File: config.mk
export PLATFORM = sky130hd
export DESIGN_NAME = sdram_controller
export DESIGN_NICKNAME = d
export VERILOG_FILES = /design/src/sdram_pkg.sv /design/src/sdram_refresh_timer.sv /design/src/sdram_sequencer.sv /design/src/sdram_command_encoder.sv /design/src/sdram_read_capture.sv /design/src/sdram_controller.sv
export SDC_FILE = /design/constraint.sdc
export NUM_CORES = 1
export LEC_CHECK = 0
export BUFFER_PORTS_ARGS = -buffer_cell sky130_fd_sc_hd__buf_4
export CAP_MARGIN = 20
export CORE_MARGIN = 4
export CORE_UTILIZATION = 30
export DETAILED_ROUTE_END_ITERATION = 8
export MAX_ROUTING_LAYER = met4
export PLACE_DENSITY = 0.59
export SYNTH_ARGS = -nofsm -noshare
export SYNTH_HDL_FRONTEND = slang
export SYNTH_SLANG_ARGS = --single-unit
File: constraint.sdc
create_clock -name sdram_clock -period 2.2 [get_ports sdram_clock]
set_input_delay 0 -clock sdram_clock [delete_from_list [all_inputs] [get_ports sdram_clock]]
set_output_delay 0 -clock sdram_clock [all_outputs]
set_load 0.05 [all_outputs]
File: src/sdram_pkg.sv
// ----------------------------------------------------------------------
// Shared definitions for the SDRAM controller
//   Address, data and command widths of the SDR part
//   Timings in clock cycles and the mode register word
//   User address, data, command and sequencer state types
// ----------------------------------------------------------------------
`default_nettype none

package sdram_pkg;

    // Part geometry
    localparam int col_width  = 9;
    localparam int row_width  = 13;
    localparam int bank_width = 2;
    localparam int data_width = 16;
    localparam int addr_width = col_width + row_width + bank_width;

    // Timings in clock cycles, init_wait cut down for simulation
    localparam int init_wait        = 20;
    localparam int t_rp             = 1;
    localparam int t_rc             = 5;
    localparam int t_mrd            = 2;
    localparam int t_dpl            = 2;
    localparam int cas_latency      = 2;
    localparam int refresh_interval = 100;

    typedef logic [col_width-1:0]  sdram_col_t;
    typedef logic [row_width-1:0]  sdram_row_t;
    typedef logic [bank_width-1:0] sdram_bank_t;
    typedef logic [data_width-1:0] sdram_data_t;

    // Column in the low bits, bank on top
    typedef struct packed {
        sdram_bank_t bank;
        sdram_row_t  row;
        sdram_col_t  col;
    } sdram_addr_t;

    // Burst length 1, sequential, CAS latency in bits 6 to 4
    localparam sdram_row_t mode_register_value = {6'b000000, 3'(cas_latency), 4'b0000};

    typedef enum logic [2:0] {
        cmd_nop,
        cmd_active,
        cmd_read,
        cmd_write,
        cmd_precharge_all,
        cmd_auto_refresh,
        cmd_mode_set
    } sdram_cmd_t;

    typedef enum logic [3:0] {
        state_init,
        state_pall,
        state_init_cbr_1,
        state_init_cbr_2,
        state_mrs,
        state_refresh_pall,
        state_refresh,
        state_idle,
        state_write,
        state_precharge_wait,
        state_read,
        state_precharge
    } sdram_state_t;

endpackage

`default_nettype wire

File: src/sdram_refresh_timer.sv
// ----------------------------------------------------------------------
// Auto refresh interval timer
//   Counts cycles since the last auto refresh command
//   Raises refresh_due once refresh_interval cycles have passed
// ----------------------------------------------------------------------
`timescale 1ns/10ps
`default_nettype none

module sdram_refresh_timer
    import sdram_pkg::*;
(
    input  logic       sdram_clock,
    input  logic       sdram_reset,
    input  sdram_cmd_t cmd,
    output logic       refresh_due
);

    logic [$clog2(refresh_interval + 1)-1:0] refresh_counter;

    // Saturates at the interval so due stays high until served
    always_ff @(posedge sdram_clock, posedge sdram_reset) begin
        if (sdram_reset) begin
            refresh_counter <= '0;
        end
        else if (cmd == cmd_auto_refresh) begin
            refresh_counter <= '0;
        end
        else if (!refresh_due) begin
            refresh_counter <= refresh_counter + 1'b1;
        end
    end

    assign refresh_due =
        (refresh_counter == $bits(refresh_counter)'(refresh_interval));

endmodule

`default_nettype wire

File: src/sdram_sequencer.sv
// ----------------------------------------------------------------------
// SDRAM controller state machine
//   Power-up sequence, refresh, write and read bursts
//   State, access and read counters
//   One command per cycle toward the command encoder
// ----------------------------------------------------------------------
`timescale 1ns/10ps
`default_nettype none

module sdram_sequencer
    import sdram_pkg::*;
(
    input  logic        sdram_clock,
    input  logic        sdram_reset,
    input  logic        write_request,
    input  logic        read_request,
    input  sdram_addr_t address,
    input  sdram_col_t  access_num,
    input  logic        refresh_due,
    output sdram_cmd_t  cmd,
    output sdram_bank_t cmd_bank,
    output sdram_row_t  cmd_row,
    output sdram_col_t  cmd_column,
    output logic        idle,
    output logic        write_flag,
    output logic        refresh_mode
);

    sdram_state_t state;
    sdram_state_t next_state;
    logic [15:0]  state_counter;
    sdram_col_t   access_counter;
    sdram_col_t   read_counter;
    logic         first_cycle;
    logic         request;

    // True in the last cycle of a state that lasts the given number of cycles
    function automatic logic timer_done(input logic [15:0] count, input int cycles);
        return count == 16'(cycles - 1);
    endfunction

    assign first_cycle = (state_counter == 16'd0);
    assign request     = write_request || read_request;

    always_comb begin
        next_state = state;
        case (state)
            state_init: begin
                if (timer_done(state_counter, init_wait))
                    next_state = state_pall;
            end
            state_pall: begin
                if (timer_done(state_counter, t_rp))
                    next_state = state_init_cbr_1;
            end
            state_init_cbr_1: begin
                if (timer_done(state_counter, t_rc))
                    next_state = state_init_cbr_2;
            end
            state_init_cbr_2: begin
                if (timer_done(state_counter, t_rc))
                    next_state = state_mrs;
            end
            state_mrs: begin
                if (timer_done(state_counter, t_mrd))
                    next_state = state_idle;
            end
            state_refresh_pall: begin
                if (timer_done(state_counter, t_rp))
                    next_state = state_refresh;
            end
            state_refresh: begin
                if (timer_done(state_counter, t_rc))
                    next_state = state_idle;
            end
            state_idle: begin
                // Write wins over read, refresh only when nothing waits
                if (write_request)
                    next_state = state_write;
                else if (read_request)
                    next_state = state_read;
                else if (refresh_due)
                    next_state = state_refresh_pall;
            end
            state_write: begin
                if (access_counter == access_num - 1'b1)
                    next_state = state_precharge_wait;
            end
            state_precharge_wait: begin
                if (timer_done(state_counter, t_dpl))
                    next_state = state_precharge;
            end
            state_read: begin
                if (read_counter == access_num)
                    next_state = state_precharge;
            end
            state_precharge: begin
                if (timer_done(state_counter, t_rp))
                    next_state = state_idle;
            end
            default: begin
                next_state = state_init;
            end
        endcase
    end

    always_ff @(posedge sdram_clock, posedge sdram_reset) begin
        if (sdram_reset)
            state <= state_init;
        else
            state <= next_state;
    end

    always_ff @(posedge sdram_clock, posedge sdram_reset) begin
        if (sdram_reset)
            state_counter <= 16'd0;
        else if (next_state != state)
            state_counter <= 16'd0;
        else
            state_counter <= state_counter + 16'd1;
    end

    // Column offset within the burst
    always_ff @(posedge sdram_clock, posedge sdram_reset) begin
        if (sdram_reset)
            access_counter <= '0;
        else if ((state == state_write) || (state == state_read))
            access_counter <= access_counter + 1'b1;
        else
            access_counter <= '0;
    end

    // Words back from the part, counted once the first has come through CAS latency
    always_ff @(posedge sdram_clock, posedge sdram_reset) begin
        if (sdram_reset)
            read_counter <= '0;
        else if (state != state_read)
            read_counter <= '0;
        else if ((state_counter > 16'(cas_latency)) && (read_counter != access_num))
            read_counter <= read_counter + 1'b1;
    end

    always_comb begin
        cmd        = cmd_nop;
        cmd_bank   = '0;
        cmd_row    = '0;
        cmd_column = '0;
        case (state)
            state_pall, state_refresh_pall, state_precharge: begin
                if (first_cycle)
                    cmd = cmd_precharge_all;
            end
            state_init_cbr_1, state_init_cbr_2, state_refresh: begin
                if (first_cycle)
                    cmd = cmd_auto_refresh;
            end
            state_mrs: begin
                if (first_cycle)
                    cmd = cmd_mode_set;
            end
            state_idle: begin
                // Open the row in the accepting cycle
                if (request) begin
                    cmd      = cmd_active;
                    cmd_bank = address.bank;
                    cmd_row  = address.row;
                end
            end
            state_write: begin
                cmd        = cmd_write;
                cmd_bank   = address.bank;
                cmd_column = address.col + access_counter;
            end
            state_read: begin
                if (state_counter < 16'(access_num)) begin
                    cmd        = cmd_read;
                    cmd_bank   = address.bank;
                    cmd_column = address.col + access_counter;
                end
            end
            default: begin
                cmd = cmd_nop;
            end
        endcase
    end

    assign idle         = (state == state_idle);
    assign write_flag   = (state == state_write);
    assign refresh_mode = (state == state_refresh_pall) || (state == state_refresh);

endmodule

`default_nettype wire

File: src/sdram_command_encoder.sv
// ----------------------------------------------------------------------
// SDRAM command encoder
//   Registers each command as cs, ras, cas and we pin levels
//   Places row, column, A10 or mode word on the address pins
//   Drives write data and the data bus direction
// ----------------------------------------------------------------------
`timescale 1ns/10ps
`default_nettype none

module sdram_command_encoder
    import sdram_pkg::*;
(
    input  logic        sdram_clock,
    input  logic        sdram_reset,
    input  sdram_cmd_t  cmd,
    input  sdram_bank_t cmd_bank,
    input  sdram_row_t  cmd_row,
    input  sdram_col_t  cmd_column,
    input  sdram_data_t data_in,
    output sdram_row_t  sdram_address,
    output sdram_bank_t sdram_ba,
    output logic        sdram_cke,
    output logic        sdram_cs,
    output logic        sdram_ras,
    output logic        sdram_cas,
    output logic        sdram_we,
    output sdram_data_t sdram_dq_out,
    output logic        sdram_dq_io
);

    logic [2:0]  pin_cmd;
    sdram_row_t  address_next;
    sdram_bank_t ba_next;

    // ras, cas, we per the SDRAM truth table, cs is low for all of them
    always_comb begin
        pin_cmd      = 3'b111;
        address_next = '0;
        ba_next      = '0;
        case (cmd)
            cmd_active: begin
                pin_cmd      = 3'b011;
                address_next = cmd_row;
                ba_next      = cmd_bank;
            end
            cmd_read: begin
                pin_cmd      = 3'b101;
                address_next = {{(row_width - col_width){1'b0}}, cmd_column};
                ba_next      = cmd_bank;
            end
            cmd_write: begin
                pin_cmd      = 3'b100;
                address_next = {{(row_width - col_width){1'b0}}, cmd_column};
                ba_next      = cmd_bank;
            end
            cmd_precharge_all: begin
                pin_cmd          = 3'b010;
                // A10 selects all banks
                address_next[10] = 1'b1;
            end
            cmd_auto_refresh: pin_cmd = 3'b001;
            cmd_mode_set: begin
                pin_cmd      = 3'b000;
                address_next = mode_register_value;
            end
            default: pin_cmd = 3'b111;
        endcase
    end

    always_ff @(posedge sdram_clock, posedge sdram_reset) begin
        if (sdram_reset) begin
            sdram_address <= '0;
            sdram_ba      <= '0;
            sdram_cke     <= 1'b0;
            sdram_cs      <= 1'b1;
            sdram_ras     <= 1'b1;
            sdram_cas     <= 1'b1;
            sdram_we      <= 1'b1;
            sdram_dq_out  <= '0;
            sdram_dq_io   <= 1'b1;
        end
        else begin
            sdram_address <= address_next;
            sdram_ba      <= ba_next;
            sdram_cke     <= 1'b1;
            sdram_cs      <= 1'b0;
            {sdram_ras, sdram_cas, sdram_we} <= pin_cmd;
            sdram_dq_out  <= (cmd == cmd_write) ? data_in : '0;
            sdram_dq_io   <= (cmd != cmd_write);
        end
    end

endmodule

`default_nettype wire

File: src/sdram_read_capture.sv
// ----------------------------------------------------------------------
// Read data capture
//   Delay line marking each read through the CAS latency
//   Registers returning words onto data_out with read_valid
// ----------------------------------------------------------------------
`timescale 1ns/10ps
`default_nettype none

module sdram_read_capture
    import sdram_pkg::*;
(
    input  logic        sdram_clock,
    input  logic        sdram_reset,
    input  sdram_cmd_t  cmd,
    input  sdram_data_t sdram_dq_in,
    output sdram_data_t data_out,
    output logic        read_valid
);

    // One stage for the encoder register plus the CAS latency
    logic [cas_latency:0] read_marker;

    always_ff @(posedge sdram_clock, posedge sdram_reset) begin
        if (sdram_reset) begin
            read_marker <= '0;
            read_valid  <= 1'b0;
        end
        else begin
            read_marker <= {read_marker[cas_latency-1:0], cmd == cmd_read};
            read_valid  <= read_marker[cas_latency];
        end
    end

    // Word on the bus while the marker leaves the line
    always_ff @(posedge sdram_clock) begin
        if (read_marker[cas_latency])
            data_out <= sdram_dq_in;
    end

endmodule

`default_nettype wire

File: src/sdram_controller.sv
// ----------------------------------------------------------------------
// SDRAM controller top level
//   Sequencer, refresh timer, command encoder and read capture
//   User request and status ports, SDRAM pins
// ----------------------------------------------------------------------
`timescale 1ns/10ps
`default_nettype none

module sdram_controller
    import sdram_pkg::*;
(
    input  logic        sdram_clock,
    input  logic        sdram_reset,

    // User side
    input  logic        write_request,
    input  logic        read_request,
    input  sdram_addr_t address,
    input  sdram_col_t  access_num,
    input  sdram_data_t data_in,
    output sdram_data_t data_out,
    output logic        read_valid,
    output logic        write_flag,
    output logic        refresh_mode,
    output logic        idle,

    // SDRAM pins
    output sdram_row_t  sdram_address,
    output logic        sdram_cke,
    output logic        sdram_cs,
    output logic        sdram_ras,
    output logic        sdram_cas,
    output logic        sdram_we,
    output sdram_bank_t sdram_ba,
    input  sdram_data_t sdram_dq_in,
    output sdram_data_t sdram_dq_out,
    output logic        sdram_dq_io
);

    sdram_cmd_t  cmd;
    sdram_bank_t cmd_bank;
    sdram_row_t  cmd_row;
    sdram_col_t  cmd_column;
    logic        refresh_due;

    sdram_sequencer u_sdram_sequencer (
        .sdram_clock   (sdram_clock),
        .sdram_reset   (sdram_reset),
        .write_request (write_request),
        .read_request  (read_request),
        .address       (address),
        .access_num    (access_num),
        .refresh_due   (refresh_due),
        .cmd           (cmd),
        .cmd_bank      (cmd_bank),
        .cmd_row       (cmd_row),
        .cmd_column    (cmd_column),
        .idle          (idle),
        .write_flag    (write_flag),
        .refresh_mode  (refresh_mode)
    );

    sdram_refresh_timer u_sdram_refresh_timer (
        .sdram_clock (sdram_clock),
        .sdram_reset (sdram_reset),
        .cmd         (cmd),
        .refresh_due (refresh_due)
    );

    sdram_command_encoder u_sdram_command_encoder (
        .sdram_clock   (sdram_clock),
        .sdram_reset   (sdram_reset),
        .cmd           (cmd),
        .cmd_bank      (cmd_bank),
        .cmd_row       (cmd_row),
        .cmd_column    (cmd_column),
        .data_in       (data_in),
        .sdram_address (sdram_address),
        .sdram_ba      (sdram_ba),
        .sdram_cke     (sdram_cke),
        .sdram_cs      (sdram_cs),
        .sdram_ras     (sdram_ras),
        .sdram_cas     (sdram_cas),
        .sdram_we      (sdram_we),
        .sdram_dq_out  (sdram_dq_out),
        .sdram_dq_io   (sdram_dq_io)
    );

    sdram_read_capture u_sdram_read_capture (
        .sdram_clock (sdram_clock),
        .sdram_reset (sdram_reset),
        .cmd         (cmd),
        .sdram_dq_in (sdram_dq_in),
        .data_out    (data_out),
        .read_valid  (read_valid)
    );

endmodule

`default_nettype wire

==> summary.txt <==
Routing
  • Max Used Layer: met4
  • Antenna-violating nets left: 0
  • Wire per inst: about 15 um
  • Routed met1 length: 6100 um
  • Final WL: 14300 um
  • Vias/cell: roughly 4.8
  • Wire length on met2: between 7000 and 8000 um
  • Residual DRC: 0
  • First-iteration detailed-routing DRC count: around 220
  • Via count: 4586
  • Routed length on met3: a little under 900 um
  • Iteration count of the initial detailed-routing pass: 4

Worst setup path
  • Critical path startpoint category: flop
  • Slowest CP cell: or4_4
  • Critical Path Max Stage Delay: approximately 0.45 ns
  • CP arrival: roughly 2.5 ns
  • Worst Reg-to-Reg Cells: 8
  • CP max FO: 17
  • CP top delay family: simple AND/OR/NAND/NOR gates
  • Worst path cell trace: nor4_4 -> nand4_2 -> or4_4 -> nand3_2 -> nand4b_1 -> a31o_1 -> buf_12 -> a211oi_2
  • Worst path depth: 8
  • Worst endpoint required time: between 2 and 2.5 ns
  • Critical Path End Type: flop
  • Buffers and inverters on the worst path: 1
  • Crit Path Category: flop to flop

Finish
  • ANT cells: 0
  • Multi-input gate area: roughly 2600 um2
  • Fillcell total: between 1.5k and 2k
  • # nets final: 820
  • Layout cell share with drive strength beyond 1: 0.326
  • Most common cell after layout, fill and taps aside: buf_4
  • Reg area: around 2600 um2
  • Most frequent cells in the layout: buf_4 (175), dfrtp_1 (81), nor2_1 (51)
  • Finished Core Util: 0.448
  • Area growth syn-to-layout: 45.3%

Synthesis
  • Adder-Cell Fraction of Synth Area: 0.0620
  • Xor/xnor cell area share of the yosys netlist: 0.104
  • Yosys reg bits: 102
  • Syn Area/Cell: roughly 11 um2
  • Mux share of post-synthesis cell area: 0.00373
  • EDFF count, synth: 16
  • Mapped Area: between 5000 and 6000 um2
  • Post-synthesis simple-gate area fraction: 0.185
  • Prevailing post-synth register cell: dfrtp_1
  • Mapped Nets: 605
  • Synth Warn #: 0
  • Mapped Cells: 510
  • Unique masters post-synth: 58
  • Asr flop ratio synth: 0.843
  • Sequential area share after synthesis: 0.492
  • Post-synthesis compound-gate area fraction: 0.112
  • Largest family of logic cells by synthesized area: simple AND/OR/NAND/NOR gates

Clock network
  • H-tree depth: 3
  • Clock Latency Late Sink: approximately 0.34 ns
  • Clk slew on worst S/H paths: 0.07 ns
  • Clock root cell: clkbuf_16
  • Clk sinks: slightly above 100
  • CTS buffer count: 9
  • Max Root-Sink Buffers: 2
  • TritonCTS clock tree: built

Timing
  • Slew Viols, Final: 0
  • Setup TNS: -0.767 ns
  • Period utilization: 1.03
  • Crit path time final: roughly 2.3 ns
  • Final Hold Vio Count: 0
  • Worst Max-Slew Pin Slew: ~0.67 ns
  • RSZ-0062 raised after global routing: true
  • Setup Skew: between 0.007 and 0.008 ns
  • Min setup slack post-route: -0.0640 ns
  • Normalized max-slew margin: 0.554
  • FMAX: 442 MHz
  • Final setup violation count: 16

Power and ir drop
  • Switching share of power: 0.402
  • Pwr dens: roughly 1000 nW/um2
  • Static Leak: ~3.6 nW
  • Flop pwr share: 0.324
  • Comb pwr share: 0.465
  • Switch Pwr: around 0.0032 W
  • P_int: approximately 0.0047 W
  • Clock share of power: 0.211
  • Maximum VDD drop: between 0.7 and 0.8 mV

Placement
  • GPL Wtd Cong: about 0.89
  • DP HPWL: 10600 um
  • Number of port buffers: 125

Die
  • Die outline width: 142 um
  • Initial Util: 0.308
  • Die height: around 140 um
  • Core area: around 17000 um2
  • Die area: approximately 20000 um2
  • Num ports: roughly 130
  • Core Rows: 48

Global routing
  • Number of global-route vias before repair: around 4.7k
  • Initial antenna violation count: 0
  • Largest net degree at the start of global routing: 49
  • Gr ovfl total: 0
  • Total global routing track utilization: 0.147
  • First-pass GRT wire length: approximately 23000 um

Flow run
  • Max cap viols: 0

Worst hold path
  • Hold path cells: 3
  • Min-delay worst type: primary input to flop

Status
  • Failing checks: setup timing
  • Status: complete, but fails checks
-- registers in the layout (all words and copies together) (netlist names) --
name,cells
u_sdram_command_encoder.sdram_address,13
u_sdram_command_encoder.sdram_ba,2
u_sdram_command_encoder.sdram_cas,1
u_sdram_command_encoder.sdram_cke,1
u_sdram_command_encoder.sdram_cs,1
u_sdram_command_encoder.sdram_dq_io,1
u_sdram_command_encoder.sdram_dq_out,16
u_sdram_command_encoder.sdram_ras,1
u_sdram_command_encoder.sdram_we,1
u_sdram_read_capture.data_out,16
u_sdram_read_capture.read_marker,3
u_sdram_read_capture.read_valid,1
u_sdram_refresh_timer.refresh_counter,7
u_sdram_sequencer.access_counter,9
u_sdram_sequencer.read_counter,9
u_sdram_sequencer.state,4
u_sdram_sequencer.state_counter,16
-- power by group through the flow --
stage	Sequential [W]	Combinational [W]	Clock (W)
CTS	0.00255	0.00363	0.00173
detailed placement	0.00259	0.00345	0
global placement	0.00257	0.00340	0
finish	0.00255	0.00366	0.00166
floorplan	0.00331	0.00153	0
global route	0.00259	0.00396	0.00180
-- stage by stage --
step / std cells / power, W / area [um2] / hold slack (ns) / worst slack (ns)
6_report: 955 / 0.00788 / 7800 / 0.0489 / -0.0640
5_1_grt: 955 / 0.00835 / 7800 / 0.0561 / -0.181
4_1_cts: 955 / 0.00791 / 7760 / 0.0372 / -0.0720
3_5_place_dp: 886 / 0.00604 / 6890 / -0.0276 / -0.144
3_3_place_gp: 886 / 0.00597 / 6890 / -0.0292 / -0.130
2_1_floorplan: 510 / 0.00485 / 5380 / 0.0989 / -0.140
-- timing repair --
item | 4_1_cts | 5_1_grt
pin swaps | 5 | 6
hold buffers | 48 | 0
resized for setup | 13 | 13
endpoints found under the hold margin | 130 | 0
setup endpoints to repair | 23 | 43
buffers inserted | 5 | 0
-- synth_stat cells (all sizes together) (2+ instances only) --
cell	number	area (um2)
dfrtp	81	2030
nor2	53	199
xor2	33	289
xnor2	31	272
and3	30	189
ha	25	313
nand2	25	93.8
inv	24	90.1
nand3	21	110
a211oi	18	180
clkbuf	16	60.1
edfxtp	16	480
o21ai	15	75.1
nor3	14	75.1
a21oi	13	65.1
nand4	13	87.6
nor4	8	80.1
buf	7	62.6
nor2b	6	37.5
a21o	5	37.5
dfstp	5	131
a31oi	4	25.0
and2	4	25.0
a22o	3	26.3
nand2b	3	18.8
o211ai	3	22.5
o21a	3	22.5
a2111oi	2	17.5
and4	2	17.5
conb	2	7.51
mux2i	2	20.0
nand4b	2	17.5
nor3b	2	15.0
o21bai	2	15.0
o31ai	2	15.0
o41a	2	22.5
-- tightest hold or removal path, stage by stage --
cell    delay, ns
buf_4        0.10
ha_2         0.15
a22o_1       0.11
-- metal layers --
layer	GRT usage	vias to the layer above
met5	-	-
met4	0.0419	0
met3	0.0307	15
met2	0.257	131
met1	0.172	2212
li1	-	2228
-- final cells by class --
type                    count  share of cell area
clock buffers              10              0.0294
clock inverters             6              0.0107
inverters                  24              0.0120
multi-input cells         361               0.334
flip-flops and latches    102               0.338
well taps                 225              0.0361
repair buffers            227               0.239
-- cell families after synthesis --
family	after synthesis
AOI/OAI and AO/OA	81
xor gates and xnor gates	64
adders and majority gates	26
buffers and inverters	47
DFF	102
muxes	2
other	2
and+or+nand+nor	186
-- path summary, 6_finish.rpt --
kind	from	to	slack [ns]
setup reg to reg	u_sdram_sequencer.state_counter[13]	u_sdram_sequencer.state_counter[6]	-0.06
hold reg to reg	u_sdram_read_capture.read_marker[1]	u_sdram_read_capture.read_marker[2]	0.35
max in group asynchronous	sdram_reset	u_sdram_command_encoder.sdram_dq_io	1.36
setup / recovery	u_sdram_sequencer.state_counter[13]	u_sdram_sequencer.state_counter[6]	-0.06
min in group asynchronous	sdram_reset	u_sdram_command_encoder.sdram_dq_out[4]	0.17
hold / removal	address[0]	u_sdram_command_encoder.sdram_address[0]	0.05
No activity file was read; power rests on OpenSTA's default activity.
